==> src/hdl/mmu_defs.svh <==
`ifndef MMU_DEFS_SVH
`define MMU_DEFS_SVH

// ==================================================
// Grid geometry
// ==================================================
`define MMU_N       4                   // Grid side, also lanes per operand vector
`define MMU_ROW_W   2                   // Row index into the result buffer

// ==================================================
// Data widths
// ==================================================
`define MMU_DATA_W  8                   // Signed operand
`define MMU_ACC_W   24                  // Accumulator, wraps modulo 2**24
`define MMU_KLEN_W  8                   // Job length, 1 to 255 steps

// Drain time after the last step, covers skew plus grid diagonal
`define MMU_FLUSH   (2 * `MMU_N)

`endif

==> src/hdl/mmu_pkg.sv <==
`default_nettype none

`include "mmu_defs.svh"

package mmu_pkg;

    // Scalar element types
    typedef logic signed [`MMU_DATA_W-1:0] operand_t;
    typedef logic signed [`MMU_ACC_W-1:0]  acc_t;

    // One operand step, lane 0 in the low byte
    // A lane i carries matrix row i, B lane j carries matrix column j
    typedef operand_t [`MMU_N-1:0] operand_vec_t;

    // One result row, element j is column j
    typedef acc_t [`MMU_N-1:0] acc_row_t;

    // Whole grid of sums, row i at index i
    typedef acc_row_t [`MMU_N-1:0] acc_grid_t;

endpackage

`default_nettype wire

==> src/hdl/operand_skew.sv <==
`timescale 1ns/10ps
`default_nettype none

`include "mmu_defs.svh"

module operand_skew (
    input  wire                        clk,
    input  wire                        rst_n,
    input  wire                        step_valid,
    input  wire mmu_pkg::operand_vec_t a_vec,
    input  wire mmu_pkg::operand_vec_t b_vec,
    output wire mmu_pkg::operand_vec_t a_edge,
    output wire mmu_pkg::operand_vec_t b_edge,
    output wire [`MMU_N-1:0]           a_valid_edge
);

    // Lane 0 enters the grid in the same cycle
    assign a_edge[0]       = a_vec[0];
    assign b_edge[0]       = b_vec[0];
    assign a_valid_edge[0] = step_valid;

    // ==================================================
    // Lane i delayed by i stages
    // ==================================================
    for (genvar i = 1; i < `MMU_N; i++) begin : g_lane
        mmu_pkg::operand_t a_sr [i];
        mmu_pkg::operand_t b_sr [i];
        logic [i-1:0]      v_sr;

        // Operand payload, no reset needed
        always_ff @(posedge clk) begin
            a_sr[0] <= a_vec[i];
            b_sr[0] <= b_vec[i];
            for (int k = 1; k < i; k++) begin
                a_sr[k] <= a_sr[k-1];
                b_sr[k] <= b_sr[k-1];
            end
        end

        // Valid flag follows the A lane
        always_ff @(posedge clk or negedge rst_n) begin
            if (!rst_n) begin
                v_sr <= '0;
            end else begin
                v_sr[0] <= step_valid;
                for (int k = 1; k < i; k++) begin
                    v_sr[k] <= v_sr[k-1];
                end
            end
        end

        assign a_edge[i]       = a_sr[i-1];
        assign b_edge[i]       = b_sr[i-1];
        assign a_valid_edge[i] = v_sr[i-1];   // Last stage
    end

endmodule

`default_nettype wire

==> config.mk <==
export PLATFORM = sky130hd
export DESIGN_NAME = operand_skew
export DESIGN_NICKNAME = d
export VERILOG_FILES = /design/src/hdl/mmu_pkg.sv /design/src/hdl/operand_skew.sv
export VERILOG_INCLUDE_DIRS = /design/src /design/src/hdl
export SDC_FILE = /design/constraint.sdc
export NUM_CORES = 1
export LEC_CHECK = 0
export BUFFER_PORTS_ARGS = -buffer_cell sky130_fd_sc_hd__buf_2
export CAP_MARGIN = 20
export CORE_MARGIN = 5
export CORE_UTILIZATION = 38
export DETAILED_ROUTE_END_ITERATION = 8
export PLACE_DENSITY_LB_ADDON = 0.25
export SLEW_MARGIN = 10
export SYNTH_ARGS = -nofsm -noshare
export SYNTH_HDL_FRONTEND = slang
export SYNTH_SLANG_ARGS = --single-unit
==> constraint.sdc <==
create_clock -name clk -period 0.8 [get_ports clk]
set_input_delay 0.2 -clock clk [delete_from_list [all_inputs] [get_ports clk]]
set_output_delay 0.2 -clock clk [all_outputs]
set_load 0.005 [all_outputs]
==> flow_metrics.tcl <==
set metrics [dict create \
    h-tree-depth 3 \
    reg2reg_slack_ns 0.20 \
    drtIter0Drc 29 \
    layout_setup_ws_ns -0.242 \
    grtUsageTotal_pct 10.7 \
    ys_ff_latch 99 \
    synth_top_area_cell "dfxtp_1" \
    hpwl_um 2510 \
    crit_path_end_kind "output pin" \
    synth.cell_area_um2 2370 \
    cts.sinks 99 \
    drc 0 \
    crit_path_max_incr_delay_ns 0.38 \
    cts.clk_slew.worst_paths_ns 0.08 \
    rsz0062_at_grt "yes" \
    outcome "complete, but fails checks" \
    dr_total_vias 1273 \
    maxSlewViolCount 0 \
    violations "setup timing" \
    antenna_cells 0 \
    grt_max_degree 18 \
    crit_type "reg -> out" \
    finalHoldViolations 0 \
    clock.fmax_ghz 0.960 \
    cp_num_cells 1 \
    drtPass1Iterations 3 \
    p_leak_nw 1.57 \
    port-buffer-count 102 \
    cts.path.max_buffers 2 \
    final_core_utilization_pct 56.5 \
    first_global_vias 1336 \
    grt_pass1_wl_um 6040 \
    drt_wl_total_um 4050 \
    synth_area_leaders "dfxtp_1 (81%), buf_4 (16%), dfrtp_1 (3.2%)" \
    powerDensity_nw_per_um2 2520 \
    crit_arrival_ns 0.84 \
    clk-insertion-delay-late_ns 0.34 \
    n_fill_cell 488 \
    multi_input_cells 0 \
    reg2reg_depth 1 \
    finalPower_mw 8.52 \
    cts_tree "done" \
    min_period_over_period_pct 130 \
    crit_family "flip-flops" \
    place_inst 276 \
    crit_path_top_delay_cell "dfrtp_1" \
    whs_ns 0.181 \
    synth_nets 216 \
    numCtsBuffers 9 \
    cp_data_required_time_ns 0.60 \
    path_cells "buf_2" \
    avgSynthCellArea_um2 15.9 \
    r2r_end "g_lane[3].v_sr[2]$_DFF_PN0_" \
    critPathLaunchType "register" \
    ios 135 \
    design.die.area_um2 7920 \
    overflow 0 \
    initial_utilization_pct 39.6 \
    r2r-start "g_lane[3].v_sr[1]$_DFF_PN0_" \
    finalNonFillerCells 343 \
    final_nets 330 \
    worstMarginPinSlew_ns 0.100 \
    viasPerCell 3.71 \
    crit_buf_inv 1 \
    setup_viol 51 \
    cts_root_buffer "clkbuf_8" \
    finalCriticalPeriod_ns 1.04 \
    fin_skew_ns 0.00888 \
    syn_inst 149 \
    routabilityCongestion 0.619 \
    slew_headroom_pct 93.3 \
    hp-class "in -> async" \
    cp-startpoint "g_lane[3].v_sr[2]$_DFF_PN0_" \
    seq_area_um2 2020 \
    max_cap_violations 0 \
    peakVddDrop_uv 2130 \
    num_rows 28 \
    fp.coreArea_um2 5990 \
    fp.dieH_um 89.0 \
    antenna_found_initial 0 \
    drive_gt1_share_pct 50.0 \
    avgRoutedWirePerCell_um 11.8 \
    ant_nets 0 \
    synth_warnings 0 \
    die_w_um 89.0 \
    synth_cell_type_count 3 \
    netlist.area_leader.share_pct 81.0 \
    seq_area_frac_synth_pct 84.2 \
    multi_input_area_um2 0 \
    cp_max_fo 1 \
    syn2layout_area_growth_pct 42.7 \
]
## cells in the final DEF (no fill, tap or decap)
cell	instances
dlygate4sd3_1	50
buf_6	13
buf_4	1
dfxtp_2	16
clkbuf_1	1
dfxtp_1	80
clkinv_2	1
clkbuf_8	9
dfrtp_1	3
clkinvlp_4	2
buf_2	89
inv_6	3
## routing by layer
metal | routed length (um) | part of all wire [%] | GRT usage [%]
met5 | 0 | 0 | 0
met4 | 72 | 1.8 | 4.74
met3 | 547 | 14 | 7.74
met2 | 2170 | 54 | 19.4
met1 | 1250 | 31 | 8.61
## cell families after synthesis
kind of cell	count (synthesis)	share of synthesized area, %
flip-flops	99	84.2
buffers and inverters	50	15.8
## synth_stat cells
cell type / count
dfxtp_1: 96
buf_4: 50
dfrtp_1: 3
## cell type report
type | instances | area share, %
tap | 75 | 2.77
clock buffer | 10 | 3.77
timing repair buffer | 153 | 32.5
clock inverter | 6 | 1.37
sequential | 99 | 59.6
## report_power, final
group	total [mW]	switching, mW	internal (mW)
logic	0.510	0.139	0.371
clock network	2.75	1.59	1.16
registers	5.26	0.0622	5.20
## through the flow
step | setup TNS, ns | cell area [um^2] | setup WS [ns]
finish | -8.51 | 3380 | -0.242
global route | -11.41 | 3380 | -0.321
CTS | -9.76 | 3280 | -0.264
detailed placement | 0 | 2600 | 0.119
global placement | 0 | 2600 | 0.129
floorplan | 0 | 2370 | 0.124
## worst max path at each step
| stage | slack (ns) | endpoint |
|---|---|---|
| 2_1_floorplan | 0.12 | a_valid_edge[1] |
| 3_3_place_gp | 0.13 | a_valid_edge[2] |
| 3_5_place_dp | 0.12 | a_valid_edge[2] |
| 4_1_cts | -0.26 | a_valid_edge[2] |
| 5_1_grt | -0.32 | a_valid_edge[3] |
| 6_report | -0.24 | a_valid_edge[3] |
## registers in the layout (all words and copies together), names as in the netlist
signal / cells
g_lane.a_sr: 48
g_lane.v_sr: 3
g_lane.b_sr: 48
## repair_timing
item,CTS,global route
buffers inserted,0,1
resized for setup,3,26
setup endpoints to repair,51,51
hold buffers,50,0
hold endpoints to repair,52,0
(Power assumes the default switching activity.)
