[src/hdl/mmu_defs.svh]
`ifndef MMU_DEFS_SVH
`define MMU_DEFS_SVH

// ==================================================
// Grid geometry
// ==================================================
`define MMU_N       4                   // Grid side, also lanes per operand vector
`define MMU_ROW_W   2                   // Row index into the result buffer

// ==================================================
// Data widths
// ==================================================
`define MMU_DATA_W  8                   // Signed operand
`define MMU_ACC_W   24                  // Accumulator, wraps modulo 2**24
`define MMU_KLEN_W  8                   // Job length, 1 to 255 steps

// Drain time after the last step, covers skew plus grid diagonal
`define MMU_FLUSH   (2 * `MMU_N)

`endif

[src/hdl/mmu_pkg.sv]
`default_nettype none

`include "mmu_defs.svh"

package mmu_pkg;

    // Scalar element types
    typedef logic signed [`MMU_DATA_W-1:0] operand_t;
    typedef logic signed [`MMU_ACC_W-1:0]  acc_t;

    // One operand step, lane 0 in the low byte
    // A lane i carries matrix row i, B lane j carries matrix column j
    typedef operand_t [`MMU_N-1:0] operand_vec_t;

    // One result row, element j is column j
    typedef acc_t [`MMU_N-1:0] acc_row_t;

    // Whole grid of sums, row i at index i
    typedef acc_row_t [`MMU_N-1:0] acc_grid_t;

endpackage

`default_nettype wire

[src/hdl/pe_cell.sv]
`timescale 1ns/10ps
`default_nettype none

`include "mmu_defs.svh"

module pe_cell (
    input  wire                clk,
    input  wire                rst_n,
    input  wire                clear,
    input  wire                valid_in,
    input  wire mmu_pkg::operand_t a_in,
    input  wire mmu_pkg::operand_t b_in,
    output logic               valid_out,
    output mmu_pkg::operand_t  a_out,
    output mmu_pkg::operand_t  b_out,
    output mmu_pkg::acc_t      acc
);

    logic signed [2*`MMU_DATA_W-1:0] prod;    // Full signed product

    assign prod = a_in * b_in;

    // Operands hop one cell per cycle
    always_ff @(posedge clk) begin
        a_out <= a_in;                        // A moves right
        b_out <= b_in;                        // B moves down
    end

    always_ff @(posedge clk or negedge rst_n) begin
        if (!rst_n) begin
            valid_out <= 1'b0;
            acc       <= '0;
        end else begin
            valid_out <= valid_in;
            if (clear) begin
                acc <= '0;                    // New job
            end else if (valid_in) begin
                acc <= acc + mmu_pkg::acc_t'(prod);  // Wraps at 24 bits
            end
        end
    end

endmodule

`default_nettype wire

[src/hdl/systolic_grid.sv]
`timescale 1ns/10ps
`default_nettype none

`include "mmu_defs.svh"

module systolic_grid (
    input  wire                        clk,
    input  wire                        rst_n,
    input  wire                        clear,
    input  wire mmu_pkg::operand_vec_t a_edge,
    input  wire mmu_pkg::operand_vec_t b_edge,
    input  wire [`MMU_N-1:0]           a_valid_edge,
    output wire mmu_pkg::acc_grid_t    sums
);

    // ==================================================
    // Inter-cell wiring
    // ==================================================
    // Index 0 of each chain is the grid edge, index k+1 is the output of cell k
    mmu_pkg::operand_t       a_chain [`MMU_N][`MMU_N+1];  // [row][col]
    mmu_pkg::operand_t       b_chain [`MMU_N][`MMU_N+1];  // [col][row]
    logic [`MMU_N-1:0][`MMU_N:0] v_chain;                 // Valid rides with A

    // ==================================================
    // Cell array
    // ==================================================
    for (genvar i = 0; i < `MMU_N; i++) begin : g_row
        // Left edge of row i, top edge of column i
        assign a_chain[i][0] = a_edge[i];
        assign b_chain[i][0] = b_edge[i];
        assign v_chain[i][0] = a_valid_edge[i];

        for (genvar j = 0; j < `MMU_N; j++) begin : g_col
            pe_cell pe_i (
                .clk       (clk),
                .rst_n     (rst_n),
                .clear     (clear),
                .valid_in  (v_chain[i][j]),
                .a_in      (a_chain[i][j]),
                .b_in      (b_chain[j][i]),
                .valid_out (v_chain[i][j+1]),
                .a_out     (a_chain[i][j+1]),
                .b_out     (b_chain[j][i+1]),
                .acc       (sums[i][j])
            );
        end
    end

    // Unknown valid anywhere in the array would corrupt sums silently
    a_valid_known: assert property (
        @(posedge clk) disable iff (!rst_n)
        !$isunknown(v_chain)
    ) else $error("systolic_grid: unknown valid flag in array");

endmodule

`default_nettype wire

[config.mk]
export PLATFORM = sky130hd
export DESIGN_NAME = systolic_grid
export DESIGN_NICKNAME = d
export VERILOG_FILES = /design/src/hdl/mmu_pkg.sv /design/src/hdl/pe_cell.sv /design/src/hdl/systolic_grid.sv
export VERILOG_INCLUDE_DIRS = /design/src /design/src/hdl
export SDC_FILE = /design/constraint.sdc
export NUM_CORES = 2
export LEC_CHECK = 0
export BUFFER_PORTS_ARGS = -buffer_cell sky130_fd_sc_hd__buf_2
export CAP_MARGIN = 20
export CORE_UTILIZATION = 47
export CTS_BUF_LIST = sky130_fd_sc_hd__clkbuf_8 sky130_fd_sc_hd__clkbuf_16
export DETAILED_ROUTE_END_ITERATION = 8
export PLACE_DENSITY = 0.75
export SLEW_MARGIN = 10
export SYNTH_ARGS = -nofsm -noshare
export SYNTH_HDL_FRONTEND = slang
export SYNTH_SLANG_ARGS = --single-unit
[constraint.sdc]
create_clock -name clk -period 11.33 [get_ports clk]
set_input_delay 2.266 -clock clk [delete_from_list [all_inputs] [get_ports clk]]
set_output_delay 2.266 -clock clk [all_outputs]
set_load 0.01 [all_outputs]
==> flow_summary.rst <==
.. list-table::
   :header-rows: 1

   * - Metric
     - Value
   * - Post-Syn Area
     - 84710 um^2
   * - Total vias in the final route
     - 58637
   * - Post-CTS clock slew at the launch and capture registers of the worst setup and hold paths
     - 0.06 ns
   * - H-Tree Depth
     - 3
   * - Antenna-violating nets left
     - 0
   * - Critical Path AT
     - 7.85 ns
   * - Number of iterations in the first detailed-routing pass
     - 5
   * - Floorplan Core Area
     - 178800 um^2
   * - Count of distinct cell types in the synthesized netlist
     - 87
   * - Routed wire length per instance
     - 19.15 um
   * - Cts bufs inserted
     - 82
   * - Gate Count Post-Synth
     - 8136
   * - CTS sink cnt
     - 588
   * - Crit start category
     - primary input
   * - Worst-case register-to-register setup slack
     - 4.93 ns
   * - Startpoint of the worst register-to-register path
     - g_row[0].g_col[2].pe_i.b_out[1]
   * - Final weighted congestion in routability-driven placement
     - 0.9349
   * - DR iter-0 viols
     - 2980
   * - Number of cells on the worst reg-to-reg path
     - 16
   * - Async SR Flop Fraction
     - 0.6735
   * - Detailed-route wire length
     - 211500 um
   * - Cts repair resizes
     - 0
   * - Starting density of the core
     - 0.4738
   * - Finished Layout Cells
     - 11045
   * - Share of the clock period used by the worst path
     - 0.6415
   * - Yosys top cell area share
     - 0.3932
   * - Total negative slack
     - 0 ns
   * - Post-synthesis sequential area ratio
     - 0.1623
   * - Clock root buffer master
     - clkbuf_16
   * - Post-synth EDFFs
     - 0
   * - Worst endpoint required time
     - 11.91 ns
   * - Ports
     - 455
   * - Slew HR
     - 0.2548
   * - Reported max-cap violation count
     - 0
   * - Total GRT Usage
     - 0.2420
   * - Buffers added on ports
     - 454
   * - HP Start
     - g_row[0].g_col[3].pe_i.b_out[7]
   * - Count of placed standard cells including taps
     - 10876
   * - Number of endpoints with negative hold slack in the final report
     - 0
   * - Count of state elements after synthesis
     - 588
   * - Post-DP HPWL
     - 174200 um
   * - Most numerous cell in the Yosys netlist
     - fa_1
   * - Area grow syn2layout
     - 9.693%
   * - Worst Path Max Fanout
     - 16
   * - Number of nets in the layout
     - 11212
   * - Status
     - finished, final reports clean
   * - Cells taking the most area after synthesis
     - fa_1 39%, ha_1 13%, dfrtp_1 12%, inv_1 7.0%, dfxtp_1 4.5%
   * - Finished Core Util
     - 0.5197
   * - Ys Warns
     - 0
   * - Highest clock frequency the design can meet
     - 0.1376 GHz
   * - Overflow left after global routing
     - 0
   * - Worst reg2reg endpoint
     - g_row[1].g_col[2].pe_i.acc[23]
   * - Worst hold path type
     - register to register
   * - Remaining DRCs
     - 0
   * - TritonCTS clock tree
     - built
   * - Hold worst-path end
     - g_row[1].g_col[3].pe_i.b_out[7]
   * - Width of the die
     - 426.6 um
   * - Die area
     - 181900 um^2
   * - Most frequent cells after synthesis
     - 1664 x fa_1, 1585 x inv_1, 864 x ha_1
   * - Measured slew at the worst slew-check pin
     - 1.118 ns
   * - Category of the most critical setup path
     - primary input to register
   * - Chip Height
     - 426.6 um
   * - Worst-case hold slack
     - 0.3751 ns
   * - Clock period minus worst slack
     - 7.268 ns
   * - Pin count of the biggest net entering global routing
     - 69
   * - Synth Flop Type
     - dfrtp_1
   * - Syn Area/Cell
     - 10.41 um^2
   * - Biggest area consumer among synthesized cells
     - fa_1
   * - Hold buffers post-CTS
     - 0
   * - Final slew viol count
     - 0
   * - Vias in the first global route
     - 64440
   * - Bufs on Longest Clock Path
     - 3
   * - Detail-routed via count per cell
     - 5.309
   * - Unrepaired setup endpoints after global routing
     - false
   * - Cell count of the worst hold path
     - 0
   * - Post-Syn Nets
     - 10735
   * - Global-route wire length before repair
     - 347700 um
   * - Source-to-sink clock delay at the later pin of the worst-skew pair
     - 0.71 ns
   * - Number of failing setup endpoints in the final timing report
     - 0
   * - Post-CTS setup-driven buffer insertion count
     - 0
   * - Endpoint type of the worst setup path
     - register
   * - Setup clock skew after layout
     - 0.03314 ns
   * - Antenna violations before repair
     - 19
   * - Fraction of final layout cells with drive strength greater than 1
     - 0.07984
   * - Std-Cell Rows
     - 155
per-layer routing:
metal	GRT usage	vias to the layer above	share of wire
met4	0.1244	16	0.060
met2	0.4107	1586	0.50
met3	0.03066	455	0.047
met5	0	-	0.00048
li1	-	26417	-
met1	0.3026	30163	0.40
state kept, by name, indices dropped and copies added (netlist names):
register and cells:
g_row.g_col.pe_i.b_out 96, g_row.g_col.pe_i.a_out 96, g_row.g_col.pe_i.valid_out 12, g_row.g_col.pe_i.acc 384
logic make-up (layout without fill, tap and decap cells):
family / Yosys count / in the layout / synth area share
multiplexers: 253 / 253 / 0.03011
adder cells (fa/ha/maj): 2528 / 2528 / 0.5208
AND/OR/NAND/NOR: 1913 / 1913 / 0.1096
AO/OA/AOI/OAI: 794 / 794 / 0.06493
flip-flops: 588 / 588 / 0.1623
XOR/XNOR: 354 / 354 / 0.03660
other: 0 / 10 / 0
buffers and inverters: 1706 / 2250 / 0.07559
area by class of cell:
type / count / area, um^2
multi-input cells: 5842 / 64560
repair buffers: 496 / 2693
clock buffers: 100 / 2356
inverters: 1603 / 6017
fillers: 15696 / 85880
diodes: 10 / 25.02
clock inverters: 51 / 578.1
well taps: 2355 / 2947
flip-flops and latches: 588 / 13750
how the worst max path moves through the flow:
stage / from / endpoint / cells after the start
final: b_edge[17] / g_row[0].g_col[2].pe_i.acc[22] / 18
after global routing: b_edge[17] / g_row[0].g_col[2].pe_i.acc[22] / 18
after CTS: b_edge[8] / g_row[0].g_col[1].pe_i.acc[23] / 19
after detailed placement: b_edge[8] / g_row[0].g_col[1].pe_i.acc[23] / 19
after global placement: b_edge[8] / g_row[0].g_col[1].pe_i.acc[23] / 19
after floorplan: a_edge[15] / g_row[1].g_col[0].pe_i.acc[23] / 17
per-stage QoR:
stage               area [um^2]  setup WS [ns]
global placement          89820          3.000
finish                    92930          4.062
detailed placement        89820          2.904
floorplan                 84720          3.831
global route              92920          3.820
CTS                       92760          3.631
worst max-delay path: stages:
cell and delay, ns:
buf_2 0.21, and2_1 0.77, fa_1 0.55, inv_1 0.08
fa_1 0.41, inv_1 0.09, fa_1 0.40, fa_1 0.44
ha_1 0.28, ha_1 0.35, a21o_1 0.20, a21o_1 0.20
a2111oi_2 0.47, a21oi_1 0.11, a211oi_1 0.46, a21oi_1 0.15
xor2_1 0.17, a22o_1 0.21
layout by cell type, fill, tap and decap left out, types with 12 or more instances in the layout:
cell type	count
fa_1	1664
inv_1	1596
ha_1	864
nor2_1	549
and2_1	531
nand2_1	503
buf_2	452
dfrtp_1	396
xnor2_1	273
mux2i_1	238
a21oi_1	198
dfxtp_1	192
o21ai_0	100
a21o_1	87
clkbuf_16	87
xor2_1	81
a22o_1	59
nor3_1	55
nor2b_1	54
nand2b_1	49
o21bai_1	45
a211oi_1	45
o21a_1	42
nand3_1	40
or3_1	36
a31oi_1	34
buf_4	34
and3_1	32
o21ai_1	26
a311oi_1	20
o211ai_1	19
clkinv_1	17
clkinv_2	16
mux2_2	14
a21boi_0	13
clkbuf_8	13
or2_2	12
bufinv_16	12
Power is not shown: default switching activity piles up to over one toggle a cycle in this logic, so the estimate is an artifact.
