$ cat src/hdl/mmu_defs.svh
`ifndef MMU_DEFS_SVH
`define MMU_DEFS_SVH

// ==================================================
// Grid geometry
// ==================================================
`define MMU_N       4                   // Grid side, also lanes per operand vector
`define MMU_ROW_W   2                   // Row index into the result buffer

// ==================================================
// Data widths
// ==================================================
`define MMU_DATA_W  8                   // Signed operand
`define MMU_ACC_W   24                  // Accumulator, wraps modulo 2**24
`define MMU_KLEN_W  8                   // Job length, 1 to 255 steps

// Drain time after the last step, covers skew plus grid diagonal
`define MMU_FLUSH   (2 * `MMU_N)

`endif

$ cat src/hdl/mmu_sequencer.sv
`timescale 1ns/10ps
`default_nettype none

`include "mmu_defs.svh"

module mmu_sequencer (
    input  wire                   clk,
    input  wire                   rst_n,
    input  wire                   start,
    input  wire [`MMU_KLEN_W-1:0] k_len,
    input  wire                   in_valid,
    output logic                  step_valid,
    output logic                  clear,
    output logic                  save,
    output logic                  busy,
    output logic                  done
);

    localparam int FLUSH_W = $clog2(`MMU_FLUSH);

    typedef enum logic [2:0] {
        ST_IDLE,
        ST_CLEAR,
        ST_FEED,
        ST_FLUSH,
        ST_SAVE,
        ST_DONE
    } state_t;

    state_t                 state;
    logic [`MMU_KLEN_W-1:0] k_len_q;      // Latched job length
    logic [`MMU_KLEN_W-1:0] step_cnt;     // Steps accepted so far
    logic [FLUSH_W-1:0]     flush_cnt;

    // ==================================================
    // Decoded outputs
    // ==================================================
    assign step_valid = in_valid && (state == ST_FEED);   // Strobes elsewhere dropped
    assign clear      = (state == ST_CLEAR);
    assign save       = (state == ST_SAVE);
    assign done       = (state == ST_DONE);
    assign busy       = (state != ST_IDLE);

    // ==================================================
    // Job FSM
    // ==================================================
    always_ff @(posedge clk or negedge rst_n) begin
        if (!rst_n) begin
            state     <= ST_IDLE;
            k_len_q   <= '0;
            step_cnt  <= '0;
            flush_cnt <= '0;
        end else begin
            case (state)
                ST_IDLE: begin
                    if (start) begin
                        state    <= ST_CLEAR;
                        k_len_q  <= k_len;
                        step_cnt <= '0;
                    end
                end

                ST_CLEAR: state <= ST_FEED;   // Accumulators zeroed this cycle

                ST_FEED: begin
                    if (step_valid) begin
                        step_cnt <= step_cnt + 1'b1;
                        if (step_cnt == k_len_q - 1'b1) begin
                            state     <= ST_FLUSH;
                            flush_cnt <= '0;
                        end
                    end
                end

                // Let the last step drain through skew and grid
                ST_FLUSH: begin
                    if (flush_cnt == FLUSH_W'(`MMU_FLUSH - 1)) begin
                        state <= ST_SAVE;
                    end else begin
                        flush_cnt <= flush_cnt + 1'b1;
                    end
                end

                ST_SAVE: state <= ST_DONE;
                ST_DONE: state <= ST_IDLE;
                default: state <= ST_IDLE;
            endcase
        end
    end

    // Zero length would wrap the step compare and run 256 steps
    k_len_legal: assert property (
        @(posedge clk) disable iff (!rst_n)
        (start && !busy) |-> (k_len != '0)
    ) else $error("mmu_sequencer: job started with k_len of zero");

endmodule

`default_nettype wire

$ cat config.mk
export PLATFORM = sky130hd
export DESIGN_NAME = mmu_sequencer
export DESIGN_NICKNAME = d
export VERILOG_FILES = /design/src/hdl/mmu_sequencer.sv
export VERILOG_INCLUDE_DIRS = /design/src /design/src/hdl
export SDC_FILE = /design/constraint.sdc
export NUM_CORES = 1
export LEC_CHECK = 0
export BUFFER_PORTS_ARGS = -buffer_cell sky130_fd_sc_hd__buf_4
export CAP_MARGIN = 20
export CORE_MARGIN = 2
export CORE_UTILIZATION = 56
export CTS_CLUSTER_DIAMETER = 80
export CTS_CLUSTER_SIZE = 24
export DETAILED_ROUTE_END_ITERATION = 16
export HOLD_SLACK_MARGIN = 0.15
export PLACE_DENSITY = 0.78
export RECOVER_POWER = 25
export SLEW_MARGIN = 20
export SYNTH_ARGS = -nofsm -noshare
export SYNTH_HDL_FRONTEND = slang
export SYNTH_SLANG_ARGS = --single-unit
$ cat constraint.sdc
create_clock -name clk -period 2.6 [get_ports clk]
set_clock_uncertainty 0.15 [all_clocks]
set_input_delay 0.26 -clock clk [delete_from_list [all_inputs] [get_ports clk]]
set_output_delay 0.26 -clock clk [all_outputs]
set_load 0.01 [all_outputs]
==> results of run 1 <==
## flip-flops by register name, summed over array words and instances (netlist names)
name and cells:
k_len_q 8, flush_cnt 3, state 3, step_cnt 8
## routing by layer
| metal | track usage (%) | up-vias | part of all wire (%) |
|---|---|---|---|
| met1 | 26.55 | 552 | 42 |
| met4 | 7.692 | 0 | 1.2 |
| li1 | - | 547 | - |
| met3 | 6.286 | 4 | 3.8 |
| met2 | 44.17 | 21 | 53 |
| met5 | 0 | - | 0 |
## final timing paths
check / slack [ns] / start / to
min reg2reg: 0.41 / k_len_q[7] / k_len_q[7]
max in group asynchronous: 1.07 / rst_n / state[2]
min: 0.25 / in_valid / step_cnt[0]
max reg2reg: 0.44 / k_len_q[2] / state[0]
min in group asynchronous: 0.53 / rst_n / k_len_q[5]
max: 0.44 / k_len_q[2] / state[0]
## critical path: stages (launching register included)
cell      delay (ns)
dfrtp_1         0.46
or4_4           0.51
o221a_1         0.27
a211oi_2        0.23
a211oi_2        0.14
a221o_1         0.30
## cells by family after synthesis
group / synth area share [%]
mux: 7.519
buf+inv: 2.725
xor+xnor: 7.237
flops: 41.35
simple gates: 23.69
compound gates: 13.72
fa+ha+maj: 3.760
## power groups by stage
| stage | sequential [mW] | clock [mW] | combinational (mW) |
|---|---|---|---|
| detailed placement | 0.662 | 0 | 0.786 |
| global route | 0.684 | 0.206 | 0.892 |
| floorplan | 0.580 | 0 | 0.659 |
| CTS | 0.653 | 0.195 | 0.802 |
| global placement | 0.647 | 0 | 0.749 |
| finish | 0.655 | 0.188 | 0.794 |
## area by class of cell
class	instances	area [um^2]
Multi-Input combinational cell	106	744.5
Fill cell	179	628.1
Sequential cell	22	550.5
Timing Repair Buffer	27	224.0
Clock buffer	4	36.28
Tap cell	28	35.03
Inverter	4	15.01
## cells in the final DEF, fill, tap and decap left out, types with 4 or more instances in the layout
master,n
a21oi_1,6
buf_4,16
dfrtp_1,22
dlygate4sd3_1,10
ha_1,4
inv_1,4
mux2_2,8
nand2_1,8
nand2b_1,9
nor2_1,14
nor3b_1,4
o21ai_0,8
xnor2_1,4
xor2_1,7
==> results by group, run 1 <==
GRT
  – Global-route wire length before repair: 4.747 mm
  – Pin count of the biggest net entering global routing: 23
  – Remaining Overflow, GRT: 0
  – GRT Total Usage: 24.03%
  – Vias in the first global route: 1,130
  – Initial antenna violation count: 0

Detailed routing
  – WL per Instance: 14.68 um
  – Antenna viol nets, final: 0
  – DRT iter0 DRCs: 11
  – Total routed wirelength: 2.804 mm
  – Via count: 1,124
  – DRC errors left: 0
  – DR pass1 iterations: 4
  – Vias per Instance: 5.885

Power and ir drop
  – Switching part of the total power: 40.80%
  – Int Pwr: 968.9 uW
  – Worst vdd ir: 0.0007137 V
  – Switching power of the nets: 667.6 uW
  – Power share of the sequential group: 40.0%
  – Power Density: 1019 nW/um^2
  – Logic pwr share: 48.5%
  – Clock share of power: 11.5%
  – LEAKAGE: 0.7147 nW
  – Total Power: 1.636 mW

Critical path
  – CP Launch Type: register
  – Worst EP arrival: 2.22 ns
  – Crit path kind: register to register
  – Crit path max fanout: 6
  – Critical Path RT: 2.66 ns
  – R2r worst-path depth: 5
  – Critical path endpoint category: register

Yosys
  – Cell taking the most area after synthesis: dfrtp_1
  – Seq cells post-synth: 22
  – Distinct cells, synth: 38
  – Syn Inst Count: 137
  – Warnings from Yosys: 0
  – Count leader, synth: dfrtp_1
  – Post-synth top cells: dfrtp_1 (22), nor2_1 (14), nand2b_1 (9)
  – Post-Syn Nets: 153
  – Top cells by area, synth: dfrtp_1 (41%), mux2_2 (6.8%), xor2_1 (4.6%), nand2b_1 (4.2%), nor2_1 (3.9%)
  – Number of flops mapped to enable cells by yosys: 0
  – Post-synthesis sequential area ratio: 41.35%
  – Asr flop ratio synth: 100.0%
  – Synthesized cell area: 1331 um^2
  – Syn Area/Cell: 9.717 um^2
  – Post-synth top area share: 41.35%
  – Dominant synthesized flop cell: dfrtp_1

Clock network
  – Num CTS Buffers: 3
  – Clock transition at path regs: 0.12 ns
  – Max clock buf depth: 2
  – Clock Sinks: 22
  – Worst-Skew Late Latency: 0.31 ns
  – # hold bufs at CTS: 10
  – TritonCTS clock tree: yes
  – CTS Root Cell: clkbuf_4
  – H-tree Lvls: 1
  – Postcts setup bufs: 0
  – Post-CTS Resized: 0

Final layout
  – Non-filler cells in the finished layout: 191
  – Fin util: 71.88%
  – Area Overhead vs Synth: 20.58%
  – Share of post-route cells with drive strength above 1: 21.47%
  – Antenna cells: 0
  – Fin nets: 180
  – Cell area after layout: 1605 um^2

Floorplanning
  – Core Area: 2233 um^2
  – Num ports: 17
  – Die height: 52.76 um
  – Row Count: 17
  – Die area: 2783 um^2
  – Starting Density: 59.61%
  – Width of the die: 52.76 um

Placement
  – Placed cell area: 1473 um^2
  – Placed insts: 177
  – Hpwl dp: 2.068 mm
  – Port Buffers: 16
  – GP Congestion: 0.8513
  – Post-placement worst setup slack: 0.4649 ns

Worst hold path
  – Hold Path Class: input pin to register
  – Worst hold stages: 4

Timing
  – Min Tclk post-route: 2.158 ns
  – Max-Slew Margin vs Limit: 22.89%
  – Hold WS: 0.2526 ns
  – Ratio of final minimum period to clock period: 82.99%
  – RSZ-0062 raised after global routing: false
  – Tightest Pin Transition: 1.157 ns
  – Count of final setup violators: 0
  – Final Hold Fails: 0
  – Total negative slack: 0 ns
  – Slew Limit Fails: 0
  – Final worst slack: 0.4423 ns
  – F_max: 463.5 MHz

Job
  – Max-cap violations: 0

Outcome
  – Status: completed
Power figures use the tool's default switching activity.
==> inputs of run 2 (changes only) <==
==> constraint.sdc (replaced) <==
create_clock -name clk -period 2.2 [get_ports clk]
set_clock_uncertainty 0.15 [all_clocks]
set_input_delay 0.22 -clock clk [delete_from_list [all_inputs] [get_ports clk]]
set_output_delay 0.22 -clock clk [all_outputs]
set_load 0.01 [all_outputs]
==> run 2 against run 1 <==
Count of clock-buffer cells in the layout did not move; first-iteration DRC count did not move; final area up 2.7%; non-clock buffer count rose by 4; cell count grew 2.1%; fmax grew 3.0%; utilization rose by 2.0 points; critical endpoint unchanged; sequential share of layout area shrank 0.91 points; combinational power grew 28%; setup slack got worse by 0.34 ns; hold slack got worse by 0.037 ns.
==> results by group, run 2 (synthesis results as in run 1) <==
Outcome
  – Status: completed (unchanged)

Critical path
  – Crit path buf inv count: 0 (unchanged)
  – Worst path cell trace: or4_4 -> o221a_1 -> a211oi_2 -> a211oi_2 -> a221o_1 (unchanged)
  – Critical path endpoint category: register (unchanged)
  – Worst EP arrival: 2.15 ns (was 2.22 ns)
  – Critical Path RT: 2.25 ns (was 2.66 ns)
  – Slowest cell on crit path: or4_4 (unchanged)
  – Reg2reg end: state[0] (unchanged)
  – R2r worst-path depth: 5 (unchanged)
  – Crit path max fanout: 4 (was 6)
  – Crit-path most repeated cell: a211oi_2 (unchanged)
  – Setup slack, reg-to-reg: 0.10 ns (was 0.44 ns)
  – Crit path kind: register to register (unchanged)
  – R2r startpoint: k_len_q[1] (was k_len_q[2])
  – Crit-path max cell delay: 0.57 ns (was 0.51 ns)
  – Worst setup path startpoint: k_len_q[1] (was k_len_q[2])
  – CP Launch Type: register (unchanged)
  – Delay-heaviest family, CP: compound AO/OA/AOI/OAI gates (unchanged)

Timing
  – Final Hold Fails: 0 (unchanged)
  – Total negative slack: 0 ns (unchanged)
  – Max-Slew Margin vs Limit: 19.63% (was 22.89%)
  – Ratio of final minimum period to clock period: 95.24% (was 82.99%)
  – Final worst slack: 0.1047 ns (was 0.4423 ns)
  – Min Tclk post-route: 2.095 ns (was 2.158 ns)
  – Tightest Pin Transition: 1.205 ns (was 1.157 ns)
  – Count of final setup violators: 0 (unchanged)
  – Slew Limit Fails: 0 (unchanged)
  – F_max: 477.3 MHz (was 463.5 MHz)

Placement
  – Placed cell area: 1503 um^2 (was 1473 um^2)
  – Post-placement worst setup slack: 0.08511 ns (was 0.4649 ns)
  – Hpwl dp: 2.052 mm (was 2.068 mm)
  – GP Congestion: 0.8663 (was 0.8513)
  – Port Buffers: 16 (unchanged)

GRT
  – Remaining Overflow, GRT: 0 (unchanged)
  – GRT Total Usage: 24.94% (was 24.03%)
  – Initial antenna violation count: 0 (unchanged)
  – Global-route wire length before repair: 4.968 mm (was 4.747 mm)
  – Pin count of the biggest net entering global routing: 23 (unchanged)
  – Vias in the first global route: 1,107 (was 1,130)

Clock network
  – CTS Root Cell: clkbuf_4 (unchanged)
  – TritonCTS clock tree: yes (unchanged)
  – Max clock buf depth: 2 (unchanged)
  – Clock transition at path regs: 0.13 ns (was 0.12 ns)
  – Worst-Skew Late Latency: 0.30 ns (was 0.31 ns)
  – H-tree Lvls: 1 (unchanged)
  – Clock Sinks: 22 (unchanged)
  – Num CTS Buffers: 3 (unchanged)

Final layout
  – Fin nets: 184 (was 180)
  – Fillers: 177 (was 179)
  – Most frequent cells in the layout: dfrtp_1 (22), buf_4 (20), nor2_1 (13) (was dfrtp_1 (22), buf_4 (16), nor2_1 (14))
  – Share of post-route cells with drive strength above 1: 25.15% (was 21.47%)
  – Biggest regs: k_len_q x8, step_cnt x8 (unchanged)
  – Antenna cells: 0 (unchanged)
  – Area Overhead vs Synth: 23.87% (was 20.58%)
  – Most common cell after layout, fill and taps aside: dfrtp_1 (unchanged)
  – Cell area after layout: 1649 um^2 (was 1605 um^2)

Power and ir drop
  – Power Density: 1215 nW/um^2 (was 1019 nW/um^2)
  – LEAKAGE: 0.7369 nW (was 0.7147 nW)
  – Worst vdd ir: 0.0008525 V (was 0.0007137 V)

Worst hold path
  – Worst hold stages: 4 (unchanged)
  – Hold Path Class: input pin to register (unchanged)
  – Min-Delay Endpoint: step_cnt[0] (unchanged)
  – Hold path startpoint: in_valid (unchanged)

Detailed routing
  – Total routed wirelength: 2.853 mm (was 2.804 mm)
  – Vias per Instance: 5.759 (was 5.885)
  – DRC errors left: 0 (unchanged)
  – DR pass1 iterations: 4 (unchanged)
  – DRT iter0 DRCs: 11 (unchanged)
  – Via count: 1,123 (was 1,124)
  – Antenna viol nets, final: 0 (unchanged)
  – WL per Instance: 14.63 um (was 14.68 um)

Floorplanning
  – Die area: 2783 um^2 (unchanged)
  – Die height: 52.76 um (unchanged)
  – Starting Density: 59.61% (unchanged)
  – Row Count: 17 (unchanged)
  – Core Area: 2233 um^2 (unchanged)
  – Width of the die: 52.76 um (unchanged)
  – Num ports: 17 (unchanged)

Job
  – Max-cap violations: 0 (unchanged)
==> run 2: cell types whose count changed in the layout (fill, tap and decap cells not counted) <==
cell / delta
buf_4: +4
nor2_1: -1
nor2_2: +1
nor3b_1: -1
nor3b_2: +1
nor4_1: -1
nor4_2: +1
==> run 2: how the worst max path moves through the flow <==
stage | to | slack (ns) | depth (start not counted)
after floorplan | state[0] | 0.16 | 5
after global placement | state[0] | 0.12 | 5
after detailed placement | state[0] | 0.09 | 5
after CTS | state[0] | 0.06 | 5
after global routing | flush_cnt[0] | -0.008 | 7
final | state[0] | 0.10 | 5
==> run 2: routing by layer <==
metal,track usage (%),vias up,part of all wire [%]
li1,-,555,-
met2,41.46,12,51
met5,0,-,0
met4,9.402,0,1.3
met3,3.714,4,2.0
met1,32.44,552,46
==> run 2: tightest hold or removal path: cells and delay by family <==
family          cells  cell delay, ns
compound gates      1            0.05
buf+inv             1            0.12
simple gates        2            0.26
==> run 2: cell type report <==
class | count | area (um^2) | area share [%]
Clock buffer | 4 | 36.28 | 2.200
Inverter | 4 | 15.01 | 0.9105
Multi-Input combinational cell | 106 | 758.2 | 45.98
Sequential cell | 22 | 550.5 | 33.38
Tap cell | 28 | 35.03 | 2.124
Timing Repair Buffer | 31 | 254.0 | 15.40
==> run 2: through the flow <==
step                      hold WS [ns]  util, %  power, mW  instances
after floorplan                -0.2256        -      1.464        137
after global placement        -0.02744    67.28      1.703        181
after detailed placement      -0.02707    67.28      1.750        181
after CTS                       0.1717    73.39      1.998        195
after global routing            0.2460    73.84      2.193        195
final                           0.2159    73.84      2.004        195
==> run 2: timing repair <==
| item | CTS | global route |
|---|---|---|
| resized for setup | 0 | 3 |
| endpoints found under the hold margin | 31 | 0 |
| buffers inserted | 0 | 0 |
| hold buffers | 10 | 0 |
| endpoints found under the setup margin | 0 | 4 |
==> run 2: power breakdown <==
| group | switching (mW) | internal [mW] |
|---|---|---|
| combinational | 0.484 | 0.537 |
| sequential | 0.209 | 0.549 |
| clock | 0.125 | 0.101 |
| total | 0.817 | 1.19 |
